File: src/rtl/riscv_mext_pkg.sv
package riscv_mext_pkg;

    // funct3 encoding of the M extension.
    typedef enum logic [2:0] {
        MUL    = 3'b000,
        MULH   = 3'b001,
        MULHSU = 3'b010,
        MULHU  = 3'b011,
        DIV    = 3'b100,
        DIVU   = 3'b101,
        REM    = 3'b110,
        REMU   = 3'b111
    } mext_op_e;

    typedef enum logic [1:0] {
        MUL_LO  = 2'b00,    // low half of the product.
        MULH_SS = 2'b01,
        MULH_SU = 2'b10,
        MULH_UU = 2'b11
    } mul_op_e;

    typedef enum logic [1:0] {
        DIV_S = 2'b00,
        DIV_U = 2'b01,
        REM_S = 2'b10,
        REM_U = 2'b11
    } div_op_e;

    function automatic logic is_div_op(mext_op_e op);
        return op[2];       // upper half of funct3 is the divide class.
    endfunction

    // low two funct3 bits pick the variant inside each class.
    function automatic mul_op_e to_mul_op(mext_op_e op);
        return mul_op_e'(op[1:0]);
    endfunction

    function automatic div_op_e to_div_op(mext_op_e op);
        return div_op_e'(op[1:0]);
    endfunction

endpackage

File: src/rtl/riscv_wb_pkg.sv
package riscv_wb_pkg;

    localparam int WB_DW = 64;
    localparam int WB_AW = 3;

    typedef struct packed {
        logic             cyc;
        logic             stb;
        logic             we;
        logic [WB_AW-1:0] adr;  // register index, not a byte address.
        logic [WB_DW-1:0] dat;
    } wb_req_t;

    typedef struct packed {
        logic [WB_DW-1:0] dat;
        logic             ack;
    } wb_rsp_t;

    // register map.
    localparam logic [WB_AW-1:0] REG_RS1    = 3'd0;
    localparam logic [WB_AW-1:0] REG_RS2    = 3'd1;
    localparam logic [WB_AW-1:0] REG_OP     = 3'd2;    // write starts the operation.
    localparam logic [WB_AW-1:0] REG_STATUS = 3'd3;
    localparam logic [WB_AW-1:0] REG_RESULT = 3'd4;

    // status register bits.
    localparam int STATUS_BUSY = 0;
    localparam int STATUS_DONE = 1;

endpackage

File: src/rtl/riscv_mext_ctrl.sv
`timescale 1ns/100ps

module riscv_mext_ctrl #(
    parameter int XLEN = 64
) (
    input  logic                    i_riscv_clk,
    input  logic                    i_rst_n,
    input  riscv_wb_pkg::wb_req_t   i_wb_req,
    output riscv_wb_pkg::wb_rsp_t   o_wb_rsp,
    output logic [XLEN-1:0]         o_mul_rs1,
    output logic [XLEN-1:0]         o_mul_rs2,
    output riscv_mext_pkg::mul_op_e o_mul_ctrl,
    input  logic [XLEN-1:0]         i_mul_product,
    output logic                    o_div_start,
    output riscv_mext_pkg::div_op_e o_div_ctrl,
    output logic [XLEN-1:0]         o_div_rs1,
    output logic [XLEN-1:0]         o_div_rs2,
    input  logic                    i_div_done,
    input  logic [XLEN-1:0]         i_div_result
);
    import riscv_mext_pkg::*;
    import riscv_wb_pkg::*;

    typedef enum logic [1:0] {
        IDLE,
        MUL,
        DIV_WAIT
    } state_e;

    state_e           state_q;
    logic             req_valid;
    logic             wb_acc;
    logic             wb_hold_q;
    logic             ack_q;
    logic [WB_DW-1:0] rdata_d;
    logic [WB_DW-1:0] rdata_q;
    logic             op_wr;
    logic             op_go;
    mext_op_e         new_op;
    mext_op_e         op_q;
    logic [XLEN-1:0]  rs1_q;
    logic [XLEN-1:0]  rs2_q;
    logic [XLEN-1:0]  result_q;
    logic             busy_q;
    logic             done_q;
    logic             start_q;

    // accept once per strobe, the host has to drop stb before the next access.
    assign req_valid = i_wb_req.cyc && i_wb_req.stb;
    assign wb_acc    = req_valid && !wb_hold_q;
    assign op_wr     = wb_acc && i_wb_req.we && (i_wb_req.adr == REG_OP);
    assign new_op    = mext_op_e'(i_wb_req.dat[2:0]);
    assign op_go     = op_wr && (state_q == IDLE);      // dropped while busy.

    always_comb
    begin
        rdata_d = '0;
        case (i_wb_req.adr)
            REG_RS1:    rdata_d = WB_DW'(rs1_q);
            REG_RS2:    rdata_d = WB_DW'(rs2_q);
            REG_OP:     rdata_d = WB_DW'(op_q);
            REG_STATUS:
            begin
                rdata_d[STATUS_BUSY] = busy_q;
                rdata_d[STATUS_DONE] = done_q;
            end
            REG_RESULT: rdata_d = WB_DW'(result_q);
            default:    rdata_d = '0;
        endcase
    end

    always_ff @(posedge i_riscv_clk or negedge i_rst_n)
    begin
        if (!i_rst_n)
        begin
            state_q   <= IDLE;
            wb_hold_q <= 1'b0;
            ack_q     <= 1'b0;
            busy_q    <= 1'b0;
            done_q    <= 1'b0;
            start_q   <= 1'b0;
            result_q  <= '0;
        end
        else
        begin
            wb_hold_q <= req_valid && (wb_hold_q || wb_acc);
            ack_q     <= wb_acc;
            start_q   <= 1'b0;
            case (state_q)
                IDLE:
                begin
                    if (op_go)
                    begin
                        busy_q  <= 1'b1;
                        done_q  <= 1'b0;
                        start_q <= is_div_op(new_op);
                        state_q <= is_div_op(new_op) ? DIV_WAIT : MUL;
                    end
                end
                MUL:
                begin
                    result_q <= i_mul_product;          // settles within the cycle.
                    busy_q   <= 1'b0;
                    done_q   <= 1'b1;
                    state_q  <= IDLE;
                end
                DIV_WAIT:
                begin
                    if (i_div_done)
                    begin
                        result_q <= i_div_result;
                        busy_q   <= 1'b0;
                        done_q   <= 1'b1;
                        state_q  <= IDLE;
                    end
                end
                default: state_q <= IDLE;
            endcase
        end
    end

    always_ff @(posedge i_riscv_clk)
    begin
        if (wb_acc)
        begin
            rdata_q <= rdata_d;
            if (i_wb_req.we && (i_wb_req.adr == REG_RS1))
                rs1_q <= i_wb_req.dat[XLEN-1:0];
            if (i_wb_req.we && (i_wb_req.adr == REG_RS2))
                rs2_q <= i_wb_req.dat[XLEN-1:0];
        end
        if (op_go)
            op_q <= new_op;
    end

    assign o_wb_rsp    = '{dat: rdata_q, ack: ack_q};
    assign o_mul_rs1   = rs1_q;
    assign o_mul_rs2   = rs2_q;
    assign o_mul_ctrl  = to_mul_op(op_q);
    assign o_div_start = start_q;
    assign o_div_ctrl  = to_div_op(op_q);
    assign o_div_rs1   = rs1_q;
    assign o_div_rs2   = rs2_q;

endmodule

File: config.mk
export PLATFORM = sky130hd
export DESIGN_NAME = riscv_mext_ctrl
export DESIGN_NICKNAME = d
export VERILOG_FILES = /design/src/rtl/riscv_mext_pkg.sv /design/src/rtl/riscv_wb_pkg.sv /design/src/rtl/riscv_mext_ctrl.sv
export SDC_FILE = /design/constraint.sdc
export NUM_CORES = 1
export LEC_CHECK = 0
export ABC_AREA = 1
export BUFFER_PORTS_ARGS = -buffer_cell sky130_fd_sc_hd__buf_4
export CAP_MARGIN = 20
export CORE_AREA = 4 4 203 205
export CTS_CLUSTER_SIZE = 40
export DETAILED_ROUTE_END_ITERATION = 8
export DIE_AREA = 0 0 207 209
export SYNTH_ARGS = -nofsm -noshare
export SYNTH_HDL_FRONTEND = slang
export SYNTH_SLANG_ARGS = --single-unit
export TNS_END_PERCENT = 50
File: constraint.sdc
create_clock -name i_riscv_clk -period 13.75 [get_ports i_riscv_clk]
set_input_delay 0.6875 -clock i_riscv_clk [delete_from_list [all_inputs] [get_ports i_riscv_clk]]
set_output_delay 0.6875 -clock i_riscv_clk [all_outputs]
set_load 0.02 [all_outputs]
* After elaboration in Yosys (flattened, before gate mapping)
Index checks and enable logic that the tools add are counted.
** Storage, ports and cells
- Register bits :: 266
- Bits in latches :: 0
- Memory bits (writable) :: 0
- Memory bits (read-only) :: 0
- Bits of input ports :: 201
- Output and inout port bits :: 326
- Word-level logic and storage cells :: 54
- Memories kept :: 0
** Cells by class
- Add/sub/neg operators :: 0
- Multipliers :: 0
- Div/mod/pow operators :: 0
- Order comparisons :: 0
- Equal/unequal tests :: 8
- Shifts and indexed selects :: 0
- Multiplexer cells :: 16
- Bitwise operators :: 0
- Reduce and logical (&&, ||, !) cells :: 19
** Operators with widths (number)
- $pmux 62 s4 :: 1
- $pmux 64 s2 :: 1
- $mux 64 :: 1
- $pmux 2 s5 :: 1
- $logic_and 1x1->1 :: 8
- $reduce_and 2->1 :: 4
- $eq 3x2->1 const B :: 2
- $mux 1 :: 6
- $mux 2 :: 3
- $pmux 1 s3 :: 2
- $ne 2x2->1 const B :: 2
- $pmux 2 s2 :: 1
- $eq 3x1->1 const B :: 1
- $eq 3x3->1 const B :: 1
- $logic_not 3->1 :: 1
- $reduce_and 3->1 :: 1
- $reduce_bool 3->1 :: 1
- $eq 2x1->1 const B :: 1
- $eq 2x2->1 const B :: 1
- $logic_not 2->1 :: 1
- $reduce_bool 2->1 :: 1
- $logic_not 1->1 :: 1
- $logic_or 1x1->1 :: 1

* Logic depth before layout (Yosys ltp)
Gate-level depths: netlist of the first run.
- Depth after elaboration :: 7
- Mapped depth :: 9
- Depth with buffers taken out :: 7

* Worst setup path after synthesis of the first run
OpenSTA, ideal clock, no wires.
- Kind :: input-to-reg
- Start :: in i_wb_req[67] in the netlist's numbering
- End :: reg rs2_q[0], in the netlist o_div_rs2[0], enable pin
- Setup time :: 645 ps
- Data arrival time :: 7007 ps
- Required time :: 13105 ps
- Path slack :: 6098 ps
- Cell stages on the path :: 2
- Buffers on the path :: 0
- Cells stage by stage :: nand4_1 -> nor4_1
** On the way
- Longest elaborated chain between the ends :: 2
** RTL lines
- from (decl) :: RTL line riscv_mext_ctrl.sv:8 : input riscv_wb_pkg::wb_req_t i_wb_req,
- $logic_and 1x1->1 :: RTL line riscv_mext_ctrl.sv:129 : if (i_wb_req.we && (i_wb_req.adr == REG_RS2))
- $reduce_and 2->1 (no line)
- to (signal assigned) :: RTL line riscv_mext_ctrl.sv:130 : rs2_q <= i_wb_req.dat[XLEN-1:0];
- to (decl) :: RTL line riscv_mext_ctrl.sv:42 : logic [XLEN-1:0] rs2_q;
Every way passes these cells.
A chain may end at the register's enable or synchronous reset.

* Worst setup path after layout of the first run
- Start :: reg state_q[0]
- End :: reg result_q[15]
** On the way
- Longest elaborated chain between the ends :: 3
- Elaborated cells on any way between the ends :: 6
- Those cells by class :: eq/ne: 3; mux: 1; reduce/logical: 2
** RTL lines
- from (decl) :: RTL line riscv_mext_ctrl.sv:30 : state_e state_q;
- from (signal assigned) :: RTL line riscv_mext_ctrl.sv:97 : state_q <= is_div_op(new_op) ? DIV_WAIT : MUL;
- $eq 2x2->1 or $eq 2x1->1 (tied branches) :: RTL line riscv_mext_ctrl.sv:89 : case (state_q)
- $ne 2x2->1 (no line) or $reduce_bool 2->1 (tied branches)
- $reduce_and 2->1 (no line)
- to (signal assigned) :: RTL line riscv_mext_ctrl.sv:102 : result_q <= i_mul_product;
- to (signal assigned) :: RTL line riscv_mext_ctrl.sv:111 : result_q <= i_div_result;
- to (decl) :: RTL line riscv_mext_ctrl.sv:43 : logic [XLEN-1:0] result_q;
Several ways; a longest one is shown, not always the timed one.

==> metrics.yaml, run 1 <==
floorplan:
  die_y_um: 209
  io_pins: 527
  std_cell_rows: 73
  core_sq_um: 39460
  dieArea_sq_um: 43260
  start_util_pct: 29.18
  fp.dieW_um: 207
timing:
  finalWorstSetupSlack_ps: 9711
  rsz0062_at_grt: "no"
  setup_viol: 0
  finalSetupTns_ps: 0
  hold_viol_final: 0
  relSlewSlack_pct: 27.68
  skew_ps: 21.02
  drv_slew: 0
  period_needed_ps: 4039
  max_freq_mhz: 247.6
  min_period_over_period_pct: 29.37
  tightest_slew_ps: 1085
drt:
  dr.pass1.iters: 5
  viasPerCell: 4.580
  wire_per_inst_um: 19.80
  ant_nets: 0
  route.detailed.drc: 0
  wirelength_mm: 38.55
  via_count: 8917
  drt_iter0_drc: 539
synthesis:
  synth.mux.area_fraction_pct: 0
  synthAdderAreaFrac_pct: 0.4347
  netlist-cell-type-count: 23
  synthXorXnorAreaFrac_pct: 0
  netlist_area_sq_um: 11510
  synth-compound-area-share_pct: 3.706
  yosys_warnings: 0
  synth-seq-cells: 266
  ys_seq_area_share_pct: 66.30
  synth_top_family_by_area: "simple AND/OR/NAND/NOR gates"
  ys_top_cells_by_area: "edfxtp_1 51%, dfrtp_1 15%, nand2_1 8.9%, buf_4 8.7%, nand3_1 5.1%"
  yosysTopAreaCellShare_pct: 50.86
  synth-simple-area-share_pct: 17.90
  avgSynthCellArea_sq_um: 11.30
  synth_top_area_cell: "edfxtp_1"
  synth_fp_nets: 1224
  syn_inst: 1019
global_routing:
  grt_usage_pct: 16.75
  grt_pass1_wl_mm: 56.61
  grt_start_max_net_pins: 72
  grt_antenna_before_repair: 0
  grt_pass1_vias: 8957
  grt_remaining_overflow: 0
worst_setup_path:
  regToRegSetupSlack_ps: 9710
  path_max_fanout: 66
  cp_top_family: "buffers and inverters"
  crit_buf_inv: 3
  r2r-start: "state_q[0]"
  cpPeakStageDelay_ps: 1060
  cp-start-kind: "flop"
  cp_slowest_cell: "clkinv_2"
  worstPathArrival_ps: 4420
  r2r_end: "result_q[15]"
  critPathRequiredTime_ps: 14130
  critPathCaptureType: "flop"
  critical_path_class: "reg -> reg"
  reg2regPathDepth: 8
  worstPathCellList: "inv_1 > ha_4 > clkinv_2 > nand2_1 > nand2_4 > buf_4 > nor2_1 > a31oi_1"
power:
  pwr_density_cell_nw_per_um2: 135.2
  p_leak_nw: 6.862
  ir_worst_vdd_uv: 85.65
clock_tree:
  cts_tree: "yes"
  clkTransAtPathRegs_ps: 60
  cts_resized: 0
  holdBufCountCts: 0
  clock_latency_ps: 550
  htreeDepth: 1
  cts_setup_buffers: 0
  clockRootBuffer: "clkbuf_16"
  max-clock-path-buffers: 3
  numCtsBuffers: 29
  cts_sinks: 266
flow_run:
  maxCapViolCount: 0
final_layout:
  nNetsFinal: 1605
  drive_above_1_share_pct: 42.48
  diodes: 0
  syn_to_final_growth_pct: 38.43
  final_util_pct: 40.39
worst_hold_path:
  hold_path_class: "in -> async"
placement:
  dpl.hpwl_mm: 28.03
  gp_congestion: 0.8011
  port_buffers: 526
  post-place-ws_ps: 9670
outcome:
  status: "finished clean"
## final cells by class
cell class / instances / area [sq um]
Clock buffer: 46 / 859.6
Sequential cell: 266 / 7632
Tap cell: 525 / 656.9
Clock inverter: 7 / 91.34
Timing Repair Buffer: 537 / 4056
Fill cell: 3800 / 23520
Inverter: 14 / 53.80
Multi-Input combinational cell: 552 / 2586
## flip-flops by register name, indices dropped and copies added, names as in the netlist
signal,count
ack_q,1
wb_hold_q,1
busy_q,1
state_q,2
o_div_start,1
result_q,64
done_q,1
o_div_rs1,64
op_q,3
rdata_q,64
o_div_rs2,64
## worst max-delay path by stage
stage,startpoint,depth (start not counted),slack (ps),end
after global routing,state_q[0],8,9250,result_q[27]
after floorplan,i_wb_req[67],2,6100,o_div_rs2[0]
final,state_q[0],8,9710,result_q[15]
after global placement,state_q[0],8,9750,result_q[54]
after detailed placement,state_q[0],8,9670,result_q[34]
after CTS,state_q[0],8,9620,result_q[24]
## Yosys cell counts (all sizes together)
master	count
nand2	273
nor3	2
nor4	2
nor2	67
o21ai	2
o21bai	1
a21oi	1
clkbuf	6
dfrtp	71
ha	4
buf	181
a31oi	64
nand4	7
edfxtp	195
nand3	128
inv	14
or2	1
## per-stage QoR
step                      area [sq um]  hold slack (ps)  cells  power, mW
after floorplan                  11510            391.9   1019      1.257
after global placement           14950            471.9   1892      1.384
after detailed placement         14970            475.6   1893      1.399
after CTS                        15920            271.9   1946      2.181
after global routing             15940            125.6   1947      2.269
final                            15940            109.0   1947      2.155
## power breakdown
part,internal [mW],switching (mW)
Combinational,0.144,0.190
Clock,0.463,0.312
Sequential,0.979,0.0672
## kinds of logic after synthesis
group,Yosys count
fa+ha+maj,4
buf+inv,201
compound gates,68
flops,266
simple gates,480
## layer usage
metal | share of wire (%) | up-vias | GRT usage, %
li1 | - | 4137 | -
met1 | 40 | 4349 | 20.63
met2 | 51 | 385 | 29.69
met3 | 7.2 | 46 | 4.204
met4 | 2.3 | 0 | 3.944
met5 | 0 | - | 0
## cell usage in the layout, fill, tap and decap left out
cell	instances
buf_4	535
nand2_1	272
edfxtp_1	195
nand3_1	117
dfrtp_1	71
nor2_1	64
a31oi_1	64
clkbuf_16	29
inv_1	11
nand3_2	11
clkbuf_1	10
nand4_1	7
clkbuf_8	7
clkinv_2	4
nor2_4	3
ha_1	3
inv_2	2
o21ai_1	2
bufinv_16	2
buf_12	2
nor3_4	1
a21oi_1	1
nor3_2	1
nor4_2	1
nor4_1	1
nand2_4	1
or2_2	1
o21bai_2	1
ha_4	1
clkinv_4	1
clkinvlp_4	1
Note: power is estimated with default switching activity, not from simulation.
==> inputs of run 2 (changes only) <==
--- a/config.mk
+++ b/config.mk
@@ -8,10 +8,10 @@
 export ABC_AREA = 1
 export BUFFER_PORTS_ARGS = -buffer_cell sky130_fd_sc_hd__buf_4
 export CAP_MARGIN = 20
-export CORE_AREA = 4 4 203 205
+export CORE_AREA = 4 4 204 206
 export CTS_CLUSTER_SIZE = 40
 export DETAILED_ROUTE_END_ITERATION = 8
-export DIE_AREA = 0 0 207 209
+export DIE_AREA = 0 0 208 210
 export SYNTH_ARGS = -nofsm -noshare
 export SYNTH_HDL_FRONTEND = slang
 export SYNTH_SLANG_ARGS = --single-unit
==> constraint.sdc (replaced) <==
create_clock -name i_riscv_clk -period 3.8 [get_ports i_riscv_clk]
set_input_delay 0.19 -clock i_riscv_clk [delete_from_list [all_inputs] [get_ports i_riscv_clk]]
set_output_delay 0.19 -clock i_riscv_clk [all_outputs]
set_load 0.02 [all_outputs]
==> run 2 against run 1 <==
Compared with the run above:
- total power grew to 4.0 times the previous value
- hold slack got worse by 61 ps
- first-iteration DRC count decreased by 1.9%
- largest power group unchanged
==> metrics.yaml, run 2 (synthesis gave the netlist of run 1 again) <==
outcome:
  status: "finished clean"
timing:
  whs_ps: 47.77
  relSlewSlack_pct: 30.52
  skew_ps: 8.157
  min_period_over_period_pct: 78.14
  setup_viol: 0
  hold_viol_final: 0
  max_freq_mhz: 336.8
  tightest_slew_ps: 1042
  period_needed_ps: 2969
  drv_slew: 0
  rsz0062_at_grt: "no"
  finalWorstSetupSlack_ps: 830.7
clock_tree:
  cts_resized: 0
  clockRootBuffer: "clkbuf_16"
  holdBufCountCts: 195
  max-clock-path-buffers: 3
  cts_sinks: 266
  numCtsBuffers: 29
  cts_tree: "yes"
  clkTransAtPathRegs_ps: 60
  htreeDepth: 1
  cts_setup_buffers: 0
  clock_latency_ps: 540
final_layout:
  layout_common_cells: "535 x buf_4, 272 x nand2_1, 195 x dlygate4sd3_1, 195 x edfxtp_1, 117 x nand3_1"
  regArea_sq_um: 7632
  nNetsFinal: 1799
  final_cells: 2141
  diodes: 0
  syn_to_final_growth_pct: 55.31
  fill_cells: 3637
  drive_above_1_share_pct: 37.44
  multi_input_area_sq_um: 2595
  layout_commonest_cell: "buf_4"
drt:
  ant_nets: 0
  via_count: 9717
  wire_per_inst_um: 19.40
  met3_length_mm: 2.600
  dr.pass1.iters: 5
  wirelength_mm: 41.55
  wl_met1_mm: 16.24
  top_layer: "met4"
  viasPerCell: 4.539
  drt_iter0_drc: 529
  route.detailed.drc: 0
  dr_wl_met2_mm: 21.88
worst_hold_path:
  hold_path_class: "in -> reg"
  hold_end: "o_div_start"
  holdPathStages: 3
  min_from: "i_wb_req[65]"
floorplan:
  core_sq_um: 39640
  start_util_pct: 29.04
  io_pins: 527
  fp.dieW_um: 208
  die_y_um: 210
  dieArea_sq_um: 43680
  std_cell_rows: 73
global_routing:
  grt_usage_pct: 17.71
  grt_pass1_vias: 10170
  grt_start_max_net_pins: 69
  grt_antenna_before_repair: 0
  grt_pass1_wl_mm: 61.07
  grt_remaining_overflow: 0
power:
  ir_worst_vdd_uv: 350.8
  p_leak_nw: 7.630
  pwr_density_cell_nw_per_um2: 476.2
worst_setup_path:
  path_max_fanout: 68
  reg2regPathDepth: 8
  critPathRequiredTime_ps: 4270
  r2r_end: "result_q[37]"
  critPathCaptureType: "flop"
  worstPathArrival_ps: 3440
  cp-start-kind: "flop"
  r2r-start: "state_q[0]"
  regToRegSetupSlack_ps: 830
  critical_path_class: "reg -> reg"
  crit_path_start: "state_q[0]"
flow_run:
  maxCapViolCount: 0
placement:
  port_buffers: 526
  dp.cells: 1893
  post-place-ws_ps: 1369
  dpl.hpwl_mm: 28.22
  gp_congestion: 0.8284
[run 2: changes by cell type in the layout (fill, tap and decap cells not counted)]
cell,previous run,this run
clkinv_1,0,4
inv_2,2,3
dlygate4sd3_1,0,195
clkbuf_1,10,4
nor4_4,0,1
buf_12,2,1
nor4_2,1,0
clkinvlp_4,1,3
clkinv_4,1,0
[run 2: report_power, final]
part | internal [mW] | total [mW] | switching, mW
combinational | 1.07 | 1.90 | 0.824
clock | 1.66 | 2.82 | 1.15
sequential | 3.54 | 3.80 | 0.258
total | 6.28 | 8.51 | 2.23
[run 2: worst max path at each step]
stage	slack [ps]	to	depth (start not counted)
global route	610	result_q[26]	8
CTS	820	result_q[63]	8
finish	830	result_q[37]	8
detailed placement	1370	result_q[63]	7
floorplan	-80	o_div_rs1[0]	3
global placement	1470	result_q[1]	7
[run 2: final cells by class]
| type | instances | share of cell area (%) |
|---|---|---|
| clock buffer | 40 | 4.682 |
| clock inverter | 13 | 0.6578 |
| inverter | 14 | 0.2939 |
| multi-input combinational | 552 | 14.51 |
| sequential | 266 | 42.69 |
| tap | 525 | 3.674 |
| timing repair buffer | 731 | 33.49 |
[run 2: through the flow]
stage,utilization [%],power (mW),cell area (sq um),TNS [ps]
floorplan,-,4.548,11530,-5296
global placement,37.77,5.037,14970,0
detailed placement,37.77,5.093,14970,0
CTS,45.10,8.562,17880,0
global route,45.10,8.940,17880,0
finish,45.10,8.514,17880,0
[run 2: metal layers]
layer | vias up | track usage [%]
met2 | 423 | 32.71
li1 | 4514 | -
met1 | 4729 | 21.59
met5 | - | 0
met3 | 51 | 3.006
met4 | 0 | 4.485
[run 2: critical path: stages, from the launching register on]
cell           delay (ps)
dfrtp_1               410
inv_1                 130
ha_4                  430
nand2_1               160
nand2_4               500
buf_12                340
nor2_1                 70
a31oi_1               160
dlygate4sd3_1         600
