===== src/rtl/riscv_mext_pkg.sv =====
package riscv_mext_pkg;

    // funct3 encoding of the M extension.
    typedef enum logic [2:0] {
        MUL    = 3'b000,
        MULH   = 3'b001,
        MULHSU = 3'b010,
        MULHU  = 3'b011,
        DIV    = 3'b100,
        DIVU   = 3'b101,
        REM    = 3'b110,
        REMU   = 3'b111
    } mext_op_e;

    typedef enum logic [1:0] {
        MUL_LO  = 2'b00,    // low half of the product.
        MULH_SS = 2'b01,
        MULH_SU = 2'b10,
        MULH_UU = 2'b11
    } mul_op_e;

    typedef enum logic [1:0] {
        DIV_S = 2'b00,
        DIV_U = 2'b01,
        REM_S = 2'b10,
        REM_U = 2'b11
    } div_op_e;

    function automatic logic is_div_op(mext_op_e op);
        return op[2];       // upper half of funct3 is the divide class.
    endfunction

    // low two funct3 bits pick the variant inside each class.
    function automatic mul_op_e to_mul_op(mext_op_e op);
        return mul_op_e'(op[1:0]);
    endfunction

    function automatic div_op_e to_div_op(mext_op_e op);
        return div_op_e'(op[1:0]);
    endfunction

endpackage


===== src/rtl/riscv_divider.sv =====
`timescale 1ns/100ps

module riscv_divider #(
    parameter int XLEN = 64
) (
    input  logic                    i_riscv_clk,
    input  logic                    i_rst_n,
    input  logic                    i_riscv_div_start,
    input  riscv_mext_pkg::div_op_e i_riscv_div_divctrl,
    input  logic [XLEN-1:0]         i_riscv_div_rs1data,
    input  logic [XLEN-1:0]         i_riscv_div_rs2data,
    output logic                    o_riscv_div_done,
    output logic [XLEN-1:0]         o_riscv_div_result
);
    import riscv_mext_pkg::*;

    localparam int              CNT_W   = $clog2(XLEN);
    localparam logic [XLEN-1:0] MIN_NEG = {1'b1, {(XLEN-1){1'b0}}};

    logic             op_signed;
    logic             rs1_neg;
    logic             rs2_neg;
    logic [XLEN-1:0]  rs1_mag;
    logic [XLEN-1:0]  rs2_mag;

    logic             busy_q;
    logic             done_q;
    logic [CNT_W-1:0] cnt_q;
    logic [XLEN-1:0]  rem_q;
    logic [XLEN-1:0]  quo_q;       // dividend bits shift out as quotient bits shift in.
    logic [XLEN-1:0]  dvs_q;
    logic             want_rem_q;
    logic             quo_neg_q;
    logic             rem_neg_q;
    logic             div_zero_q;
    logic             ovf_q;
    logic [XLEN-1:0]  result_q;

    logic [XLEN:0]    rem_shift;
    logic [XLEN:0]    trial;
    logic             q_bit;
    logic [XLEN-1:0]  rem_nx;
    logic [XLEN-1:0]  quo_nx;
    logic             last_iter;
    logic [XLEN-1:0]  final_val;

    assign op_signed = (i_riscv_div_divctrl == DIV_S) || (i_riscv_div_divctrl == REM_S);
    assign rs1_neg   = op_signed && i_riscv_div_rs1data[XLEN-1];
    assign rs2_neg   = op_signed && i_riscv_div_rs2data[XLEN-1];
    assign rs1_mag   = rs1_neg ? (~i_riscv_div_rs1data + XLEN'(1)) : i_riscv_div_rs1data;
    assign rs2_mag   = rs2_neg ? (~i_riscv_div_rs2data + XLEN'(1)) : i_riscv_div_rs2data;

    // one restoring step.
    assign rem_shift = {rem_q, quo_q[XLEN-1]};
    assign trial     = rem_shift - {1'b0, dvs_q};
    assign q_bit     = ~trial[XLEN];                    // no borrow, subtract sticks.
    assign rem_nx    = q_bit ? trial[XLEN-1:0] : rem_shift[XLEN-1:0];
    assign quo_nx    = {quo_q[XLEN-2:0], q_bit};
    assign last_iter = busy_q && (cnt_q == CNT_W'(XLEN-1));

    always_comb
    begin
        if (div_zero_q && !want_rem_q)
            final_val = '1;
        else if (ovf_q)
            final_val = want_rem_q ? '0 : MIN_NEG;
        else if (want_rem_q)
            final_val = rem_neg_q ? (~rem_nx + XLEN'(1)) : rem_nx;  // x/0 gives x back here.
        else
            final_val = quo_neg_q ? (~quo_nx + XLEN'(1)) : quo_nx;
    end

    always_ff @(posedge i_riscv_clk or negedge i_rst_n)
    begin
        if (!i_rst_n)
        begin
            busy_q <= 1'b0;
            done_q <= 1'b0;
            cnt_q  <= '0;
        end
        else
        begin
            done_q <= last_iter && !i_riscv_div_start;
            if (i_riscv_div_start)
            begin
                busy_q <= 1'b1;
                cnt_q  <= '0;
            end
            else if (busy_q)
            begin
                cnt_q <= cnt_q + 1'b1;
                if (last_iter)
                    busy_q <= 1'b0;
            end
        end
    end

    always_ff @(posedge i_riscv_clk)
    begin
        if (i_riscv_div_start)
        begin
            rem_q      <= '0;
            quo_q      <= rs1_mag;
            dvs_q      <= rs2_mag;
            want_rem_q <= (i_riscv_div_divctrl == REM_S) || (i_riscv_div_divctrl == REM_U);
            quo_neg_q  <= rs1_neg ^ rs2_neg;
            rem_neg_q  <= rs1_neg;                      // remainder takes the dividend sign.
            div_zero_q <= (i_riscv_div_rs2data == '0);
            ovf_q      <= op_signed && (i_riscv_div_rs1data == MIN_NEG) &&
                          (i_riscv_div_rs2data == '1);
        end
        else if (busy_q)
        begin
            rem_q <= rem_nx;
            quo_q <= quo_nx;
            if (last_iter)
                result_q <= final_val;
        end
    end

    assign o_riscv_div_done   = done_q;
    assign o_riscv_div_result = result_q;

endmodule


===== config.mk =====
export PLATFORM = sky130hd
export DESIGN_NAME = riscv_divider
export DESIGN_NICKNAME = d
export VERILOG_FILES = /design/src/rtl/riscv_mext_pkg.sv /design/src/rtl/riscv_divider.sv
export SDC_FILE = /design/constraint.sdc
export NUM_CORES = 1
export LEC_CHECK = 0
export BUFFER_PORTS_ARGS = -buffer_cell sky130_fd_sc_hd__buf_2
export CORE_UTILIZATION = 62
export DETAILED_ROUTE_END_ITERATION = 8
export PLACE_DENSITY_LB_ADDON = 0.1
export SYNTH_ARGS = -nofsm -noshare
export SYNTH_HDL_FRONTEND = slang
export SYNTH_SLANG_ARGS = --single-unit
export TNS_END_PERCENT = 10

===== constraint.sdc =====
create_clock -name i_riscv_clk -period 8.7 [get_ports i_riscv_clk]
set_input_delay 0.435 -clock i_riscv_clk [delete_from_list [all_inputs] [get_ports i_riscv_clk]]
set_output_delay 0.435 -clock i_riscv_clk [all_outputs]
set_load 0.02 [all_outputs]

# Yosys cells after proc, flatten, opt, wreduce, memory -nomap -nowiden
# Cells that the tools add are included.
dict set report word_totals {
  output_inout_bits 65
  in_bits 133
  regBits 269
  wordCells 60
}
dict set report op_classes {
  reduce_logical 15
  addsub 6
  n_bitwise 7
  n_eq_ne 5
  n_mux 15
}
# cell count
set op_table {}
lappend op_table {{64-bit 2-to-1 mux} 10}
lappend op_table {{64-bit by 1-bit adder with 64-bit output (second input constant)} 4}
lappend op_table {{64-bit inverter} 4}
lappend op_table {{64-bit == test (second input constant)} 2}
lappend op_table {{65-bit by 64-bit subtractor with 65-bit output} 1}
lappend op_table {{64-bit logical NOT} 1}
lappend op_table {{6-bit 2-to-1 mux} 2}
lappend op_table {{1-bit logical AND} 7}
lappend op_table {{6-bit by 1-bit adder with 6-bit output (second input constant)} 1}
lappend op_table {{6-bit == test (second input constant)} 1}
lappend op_table {{2-bit == test (second input constant)} 2}
lappend op_table {{1-bit 2-to-1 mux} 3}
lappend op_table {{3-bit AND reduction} 1}
lappend op_table {{1-bit logical NOT} 2}
lappend op_table {{2-bit logical NOT} 1}
lappend op_table {{1-bit logical OR} 2}
lappend op_table {{1-bit inverter} 2}
lappend op_table {{2-bit nonzero test} 1}
lappend op_table {{1-bit XOR} 1}

# Depth between registers and ports, before layout
# Gate-level depths: netlist of the first run.
dict set report logic_depth {
  word_depth 7
  mapped_depth 28
  mapped_depth_nobuf 21
}

# Least setup slack after synthesis of the first run
# No wires, ideal clock.
dict set report synth_path {
  kind {register to register}
  from {register quo_q[63]}
  to {register result_q[58], in the netlist o_riscv_div_result[58] (data pin)}
  arrival_ns 6.392
  slack_ns 2.042
  synth_period_minus_slack_ns 6.658
  t_required_ns 8.435
  path_buffers 7
  path_stages_with_launch 29
  setup_ns 0.265
  path_cell_list {edfxtp_1 -> inv_1 -> ha_1 -> fa_1 -> and2b_1 -> o31ai_1 -> a31o_2 -> o41ai_2 -> a221oi_1 -> a211oi_4 -> inv_2 -> buf_2 -> buf_6 -> buf_6 -> clkbuf_1 -> clkbuf_1 -> buf_2 -> ha_1 -> nand4b_1 -> or4_1 -> buf_2 -> or4_4 -> or2_4 -> or3_4 -> o31ai_4 -> xnor2_1 -> a21oi_1 -> o21ai_0 -> or3_1}
}
dict set report synth_via {
  elab_chain_cells 7
  elab_cells_between_ends 11
  cone_classes {3 x add/sub; 5 x mux; 3 x bitwise}
}
# item line
set synth_rtl {}
lappend synth_rtl {{start: declaration} riscv_divider.sv:30} ;# logic [XLEN-1:0] quo_q;
lappend synth_rtl {{start signal: assignment} riscv_divider.sv:103} ;# quo_q <= rs1_mag;
lappend synth_rtl {{start signal: assignment} riscv_divider.sv:115} ;# quo_q <= quo_nx;
lappend synth_rtl {{65-bit by 64-bit subtractor with 65-bit output} riscv_divider.sv:55} ;# assign trial = rem_shift - {1'b0, dvs_q};
lappend synth_rtl {{64-bit 2-to-1 mux or 1-bit inverter (tied branches)} {riscv_divider.sv:57, riscv_divider.sv:56}}
lappend synth_rtl {{64-bit inverter, on equally long branches} {riscv_divider.sv:68, riscv_divider.sv:70}}
lappend synth_rtl {{64-bit by 1-bit adder with 64-bit output, on equally long branches} {riscv_divider.sv:68, riscv_divider.sv:70}}
lappend synth_rtl {{64-bit 2-to-1 mux, on equally long branches} {riscv_divider.sv:68, riscv_divider.sv:70}}
lappend synth_rtl {{64-bit 2-to-1 mux *} riscv_divider.sv:67} ;# else if (want_rem_q)
lappend synth_rtl {{64-bit 2-to-1 mux *} riscv_divider.sv:65} ;# else if (ovf_q)
lappend synth_rtl {{end signal: assignment} riscv_divider.sv:117} ;# result_q <= final_val;
lappend synth_rtl {{end: declaration} riscv_divider.sv:37} ;# logic [XLEN-1:0] result_q;
# Every way passes the cells marked *; elsewhere a longest branch is shown, timed or not.
# A chain may end at the register's enable or synchronous reset.

# Worst setup path in the final report of the first run
# Ends and elaborated chain as after synthesis.

==> results of run 1 <==
through the flow:
step	utilization (%)	hold WS, ns	worst slack (ns)	area, um2
floorplan	-	0.139	2.04	22800
global placement	66.5	0.278	1.96	23900
detailed placement	66.5	0.281	1.78	23900
CTS	69.5	0.0289	1.71	25000
global route	69.5	0.0276	1.23	25000
finish	69.5	0.0397	1.59	25000
routing by layer:
layer,up-vias,track usage [%]
li1,10640,-
met1,10643,48.1
met2,1163,64.2
met3,244,5.43
met4,0,21.6
met5,-,0
layout make-up:
class                      count  area share (%)
multi-input combinational   2261            57.2
clock buffer                  39            3.31
inverter                     116            1.74
timing repair buffer         221            4.77
sequential                   269            29.7
clock inverter                17            1.00
tap                          461            2.31
where the power goes:
part | internal, uW | switching [uW]
Combinational | 1540 | 2890
Clock | 847 | 552
Sequential | 1600 | 251
sequential cells by signal, indices dropped and copies added, names as in the netlist:
register / flops
o_riscv_div_done: 1
cnt_q: 6
ovf_q: 1
quo_q: 64
o_riscv_div_result: 64
div_zero_q: 1
busy_q: 1
want_rem_q: 1
rem_neg_q: 1
quo_neg_q: 1
rem_q: 64
dvs_q: 64
kinds of logic (layout without fill, tap and decap cells):
| family | after synthesis | after routing | synth area share, % |
|---|---|---|---|
| AO/OA/AOI/OAI | 862 | 862 | 24.0 |
| XOR/XNOR | 279 | 279 | 10.7 |
| adder cells (fa/ha/maj) | 71 | 71 | 3.93 |
| buffers and inverters | 285 | 393 | 5.01 |
| flip-flops | 269 | 269 | 32.4 |
| multiplexers | 48 | 48 | 2.16 |
| AND/OR/NAND/NOR | 1001 | 1001 | 21.8 |
cell usage after synthesis, drive strengths merged, types with 29 or more instances:
cell    number
nand2      190
o31ai       56
and2        37
a31oi       38
dfxtp       64
mux2i       39
xnor2      158
nor3        79
nand3       52
nor2       332
buf         48
nor4        36
edfxtp     197
inv        114
clkbuf     121
xor2       121
ha          70
o22ai       30
o21ai      188
a211oi      65
a21oi      275
o41ai       29
nand4       76
or3         54
worst max path at each step:
| stage | startpoint | cells past startpoint | to |
|---|---|---|---|
| final | quo_q[63]$_DFFE_PP_ | 22 | o_riscv_div_result[58]$_SDFFCE_PP1P_ |
| after global routing | quo_q[63]$_DFFE_PP_ | 22 | o_riscv_div_result[58]$_SDFFCE_PP1P_ |
| after CTS | quo_q[63]$_DFFE_PP_ | 22 | o_riscv_div_result[58]$_SDFFCE_PP1P_ |
| after detailed placement | quo_q[63]$_DFFE_PP_ | 22 | o_riscv_div_result[58]$_SDFFCE_PP1P_ |
| after global placement | quo_q[63]$_DFFE_PP_ | 22 | o_riscv_div_result[58]$_SDFFCE_PP1P_ |
| after floorplan | quo_q[63]$_DFFE_PP_ | 28 | o_riscv_div_result[58]$_SDFFCE_PP1P_ |
==> key figures, run 1 <==
Global route
  – Remaining global-route overflow: 0
  – Vias in the first global route: 21221
  – Initial antenna violation count: 0
  – Global-route wire length before repair: 115000 um
  – GRT Overall Usage: 38.5%
  – Maximum number of pins on one net before global-route repair: 153

Route
  – Uppermost layer routed: met4
  – Met1 layer wirelength in the final routing: 28700 um
  – Met3 wire len: 5900 um
  – Number of nets with antenna violations after routing: 0
  – Total wire length: 74100 um
  – Initial DRC Count: 2409
  – Count of unresolved DRC violations after routing: 0
  – Count of vias placed by the detailed router: 22690
  – Detailed-route vias per instance: 6.71
  – WL per Instance: 21.9 um
  – Wire length on met2: 35100 um
  – Number of search-and-repair iterations in the first detailed-routing pass: 6

Setup path
  – Crit path required time: 9.02 ns
  – Element type at the critical path end: register
  – Critical path startpoint category: register
  – CP Buf/Inv Count: 3
  – R2r worst-path depth: 22
  – Worst setup path category: reg -> reg
  – Critical R2R Capture: o_riscv_div_result[58]$_SDFFCE_PP1P_
  – Library cell contributing the largest single delay on the critical path: or4_1
  – R2r startpoint: quo_q[63]$_DFFE_PP_
  – Sequence of cells on the critical path: inv_1 -> ha_1 -> fa_1 -> and2b_1 -> o31ai_1 -> a31o_2 -> o41ai_2 -> a32o_1 -> a211oi_4 -> buf_4 -> inv_2 -> ha_1 -> nand4b_1 -> or4_1 -> or4_4 -> or2_4 -> or3_4 -> o31ai_4 -> xnor2_1 -> a21oi_1 -> o21ai_0 -> or3_1
  – Worst R2R Setup Slack: 1.59 ns
  – Delay of the slowest cell on the worst path: 0.65 ns
  – Arrival time of the worst setup path: 7.44 ns
  – Top delay family on crit path: simple AND/OR/NAND/NOR gates
  – Most common cell on crit path: ha_1
  – Worst-path fanout max: 32

Layout
  – Most common cell after layout, fill and taps aside: nor2_1
  – Top library cells by usage in the layout, fill and taps aside: 332 x nor2_1, 275 x a21oi_1, 197 x edfxtp_1
  – Number of fill cells in the layout: 2934
  – Total area of multi-input combinational cells: 0.0143 mm2
  – Share of cells above drive strength 1: 11.1%
  – Storage element area: 0.00740 mm2
  – Count of non-filler cells in the finished layout: 3384
  – Final Net Count: 3103
  – Relative area change from synthesis to final layout: 9.38%
  – # diodes: 0

Flow run
  – Max-cap violations: 0

Yosys
  – #FFs+latches synth: 269
  – Number of enable flip-flop cells after synthesis: 197
  – Synth top area share: 25.9%
  – Top post-synthesis cells by area: edfxtp_1 26%, xnor2_1 6.1%, a21oi_1 6.0%, dfxtp_1 5.6%, nor2_1 5.5%
  – Cell taking the most area after synthesis: edfxtp_1
  – Sequential cell area fraction in the yosys report: 32.4%
  – Number of warning messages in the yosys log: 0
  – Average instance area after synthesis: 8.10 um2
  – Proportion of register bits with asynchronous set or reset after synthesis: 2.97%
  – Post-Synthesis Cells: 2815
  – Post-synth design cell area: 0.0228 mm2
  – Post-Synthesis Net Count: 3019
  – Commonest register cell after synthesis: edfxtp_1
  – Library cells used by synthesis: 94

Die
  – Initial core utilization: 63.5%
  – Number of ports placed on the die boundary: 198
  – Vertical die dimension: 194 um
  – Die span in x: 194 um
  – Std cell rows: 69
  – Placeable core region: 0.0359 mm2
  – Die Area: 0.0376 mm2

Timing
  – Relative slew slack: 24.0%
  – Final setup violating endpoints: 0
  – Fmax achieved: 141 MHz
  – Count of final max-slew check failures: 0
  – Setup total negative slack: 0 ns
  – Actual transition at the worst max-transition pin: 1.13 ns
  – Maximum clock skew at final layout: 0.0108 ns
  – Part of the cycle the worst path needs: 81.8%
  – Setup repair after global routing missed its margin: false
  – Final worst path period need: 7.11 ns
  – Final hold viol count: 0

Clocking
  – Number of gates given a new drive strength after cts: 0
  – TritonCTS buffer count: 30
  – Clock latency reported for the late side of the worst-skew pair: 0.58 ns
  – CTS root buffer: clkbuf_16
  – Number of clock sinks seen by CTS: 269
  – Count of hold-fix buffers inserted at cts: 1
  – CTS HTree Levels: 1
  – Post-CTS setup buffer count: 0
  – CTS Buffer Depth: 3
  – Clock transition at the registers of the reported paths: 0.06 ns
  – TritonCTS clock tree: built

Run status
  – Outcome: completed

Worst hold path
  – Class of the tightest hold or removal check: in -> reg
  – Hold depth: 1
  – Endpoint, Worst Hold: want_rem_q$_DFFE_PP_
  – Startpoint of the most critical hold path: i_riscv_div_divctrl[1]

Placed design
  – Final weighted congestion in routability-driven placement: 1.03
  – Port Buffer Count: 197
  – DP HPWL: 56800 um
  – Number of placed instances, taps included: 3327

Power and ir drop
  – Total leakage power: 0.00957 uW
  – Post-layout power: 7680 uW
  – VDD IR-drop max: 0.000249 V
  – Power density normalized to cell area: 308 mW/mm2
Note: power is estimated with default switching activity, not from simulation.
==> run 2, diff against run 1 <==
==> constraint.sdc (replaced) <==
create_clock -name i_riscv_clk -period 7.35 [get_ports i_riscv_clk]
set_input_delay 0.3675 -clock i_riscv_clk [delete_from_list [all_inputs] [get_ports i_riscv_clk]]
set_output_delay 0.3675 -clock i_riscv_clk [all_outputs]
set_load 0.02 [all_outputs]
==> run 2 against run 1 <==
  * Via count up 1.8%
  * Non-clock buffer count grew 6
  * Power is 19% higher
  * Fmax is 5.2% higher
  * Sequential share of layout area about the same
  * Largest cell class unchanged
  * Largest power group unchanged
==> key figures, run 2 (synthesis results as in run 1) <==
Setup path
  – Worst setup path category: reg -> reg
  – R2r worst-path depth: 21
  – Worst-path fanout max: 10
  – R2r startpoint: quo_q[63]$_DFFE_PP_
  – Launch point of the worst path: quo_q[63]$_DFFE_PP_
  – Critical path startpoint category: register
  – Crit path required time: 7.68 ns
  – Element type at the critical path end: register
  – Arrival time of the worst setup path: 7.09 ns

Global route
  – GRT met2 Usage: 67.9%
  – Global-route wire length before repair: 118000 um
  – Maximum number of pins on one net before global-route repair: 96
  – Met1 demand-to-capacity share in global routing: 49.7%
  – Most used routing layer in global routing: met2
  – Met3 demand-to-capacity share in global routing: 4.31%
  – GRT Overall Usage: 39.9%
  – Initial antenna violation count: 0
  – Vias in the first global route: 21577
  – Remaining global-route overflow: 0

Clocking
  – TritonCTS buffer count: 31
  – TritonCTS clock tree: built
  – CTS HTree Levels: 1
  – Clock latency reported for the late side of the worst-skew pair: 0.61 ns
  – CTS root buffer: clkbuf_16
  – Number of clock sinks seen by CTS: 269
  – Post-CTS setup buffer count: 0
  – Clock transition at the registers of the reported paths: 0.06 ns
  – CTS Buffer Depth: 3
  – Number of gates given a new drive strength after cts: 0

Timing
  – Fmax achieved: 148 MHz
  – Part of the cycle the worst path needs: 92.0%
  – Setup total negative slack: 0 ns
  – Final worst path period need: 6.76 ns
  – Setup repair after global routing missed its margin: false
  – Final hold viol count: 0
  – Relative slew slack: 25.2%
  – Actual transition at the worst max-transition pin: 1.12 ns
  – Maximum clock skew at final layout: 0.0228 ns
  – Final setup violating endpoints: 0
  – Hold Worst Slack: 0.0797 ns
  – Count of final max-slew check failures: 0

Die
  – Vertical die dimension: 194 um
  – Number of ports placed on the die boundary: 198
  – Initial core utilization: 63.5%
  – Die Area: 0.0376 mm2
  – Die span in x: 194 um
  – Std cell rows: 69
  – Placeable core region: 0.0359 mm2

Route
  – Total wire length: 77800 um
  – Number of nets with antenna violations after routing: 0
  – Initial DRC Count: 2675
  – Count of unresolved DRC violations after routing: 0
  – Detailed-route vias per instance: 6.81
  – Number of search-and-repair iterations in the first detailed-routing pass: 6
  – WL per Instance: 22.9 um
  – Count of vias placed by the detailed router: 23101

Worst hold path
  – Class of the tightest hold or removal check: in -> reg
  – Hold depth: 1
  – Startpoint of the most critical hold path: i_riscv_div_rs2data[0]

Layout
  – Top library cells by usage in the layout, fill and taps aside: 332 x nor2_1, 275 x a21oi_1, 197 x edfxtp_1
  – Share of cells above drive strength 1: 11.2%
  – Final Cell Area: 0.0249 mm2
  – Most common cell after layout, fill and taps aside: nor2_1
  – Final Net Count: 3110
  – Relative area change from synthesis to final layout: 9.27%

Placed design
  – Port Buffer Count: 197
  – Final weighted congestion in routability-driven placement: 1.02
  – DP HPWL: 58800 um
  – Placed inst area: 0.0239 mm2

Flow run
  – Max-cap violations: 0

Run status
  – Outcome: completed

Power and ir drop
  – VDD IR-drop max: 0.000272 V
  – Power density normalized to cell area: 366 mW/mm2
  – Total leakage power: 0.00956 uW
[run 2: changes by cell type in the layout (fill, tap and decap cells not counted), moves of 2 or more]
| cell | before | now |
|---|---|---|
| clkinv_4 | 1 | 3 |
| buf_4 | 22 | 28 |
| clkinv_2 | 2 | 4 |
| diode_2 | 0 | 2 |
| bufinv_16 | 6 | 3 |
| clkbuf_1 | 6 | 4 |
[run 2: stage by stage]
stage | util (%) | total power, uW | setup WS (ns) | std cells
3_3_place_gp | 66.5 | 7250 | 1.08 | 3332
6_report | 69.4 | 9110 | 0.590 | 3392
2_1_floorplan | - | 5900 | 0.692 | 2815
4_1_cts | 69.4 | 8940 | 0.840 | 3390
5_1_grt | 69.4 | 9590 | 0.402 | 3390
3_5_place_dp | 66.5 | 7340 | 0.862 | 3332
[run 2: what timing repair did]
action,CTS,global route
endpoints found under the hold margin,9,0
endpoints found under the setup margin,0,0
hold buffers,2,0
[run 2: per-layer routing]
| metal | part of all wire (%) | wire length, um |
|---|---|---|
| met1 | 39 | 30200 |
| met4 | 6.0 | 4670 |
| met2 | 48 | 37000 |
| met3 | 7.7 | 5960 |
| met5 | 0 | 0 |
[run 2: cell type report]
| cell class | instances | area, um2 |
|---|---|---|
| Tap cell | 461 | 577 |
| Multi-Input combinational cell | 2261 | 14300 |
| Clock buffer | 37 | 818 |
| Clock inverter | 19 | 191 |
| Inverter | 116 | 435 |
| Timing Repair Buffer | 227 | 1220 |
| Fill cell | 2881 | 11000 |
| Sequential cell | 269 | 7400 |
| Antenna cell | 2 | 5.00 |
[run 2: worst paths after layout]
check / slack (ns) / endpoint
setup / recovery: 0.59 / o_riscv_div_result[58]$_SDFFCE_PP1P_
hold / removal: 0.08 / dvs_q[0]$_DFFE_PP_
setup reg to reg: 0.59 / o_riscv_div_result[58]$_SDFFCE_PP1P_
hold reg to reg: 0.53 / rem_q[53]$_SDFFE_PP0P_
max in group asynchronous: 7.00 / busy_q$_DFF_PN0_
min in group asynchronous: 0.17 / busy_q$_DFF_PN0_
[run 2: where the power goes]
part	leakage [uW]	switching [uW]	internal (uW)
Sequential	0.00253	310	1900
Combinational	0.00654	3490	1830
Clock	0.000489	687	898
Total	0.00956	4480	4630
[run 2: worst max-delay path: stages (launching register included)]
cell      delay [ns]
edfxtp_1        0.36
inv_1           0.06
ha_1            0.22
fa_1            0.42
and2b_1         0.26
o31ai_1         0.11
a31o_2          0.25
o41ai_2         0.71
a221oi_1        0.40
a211oi_4        0.33
inv_2           0.18
a21oi_1         0.37
ha_1            0.30
and2_1          0.21
nand3_1         0.22
nor3_2          0.29
a31oi_1         0.12
buf_4           0.19
or3_1           0.42
nor4_1          0.58
nor3_1          0.08
or3_1           0.40
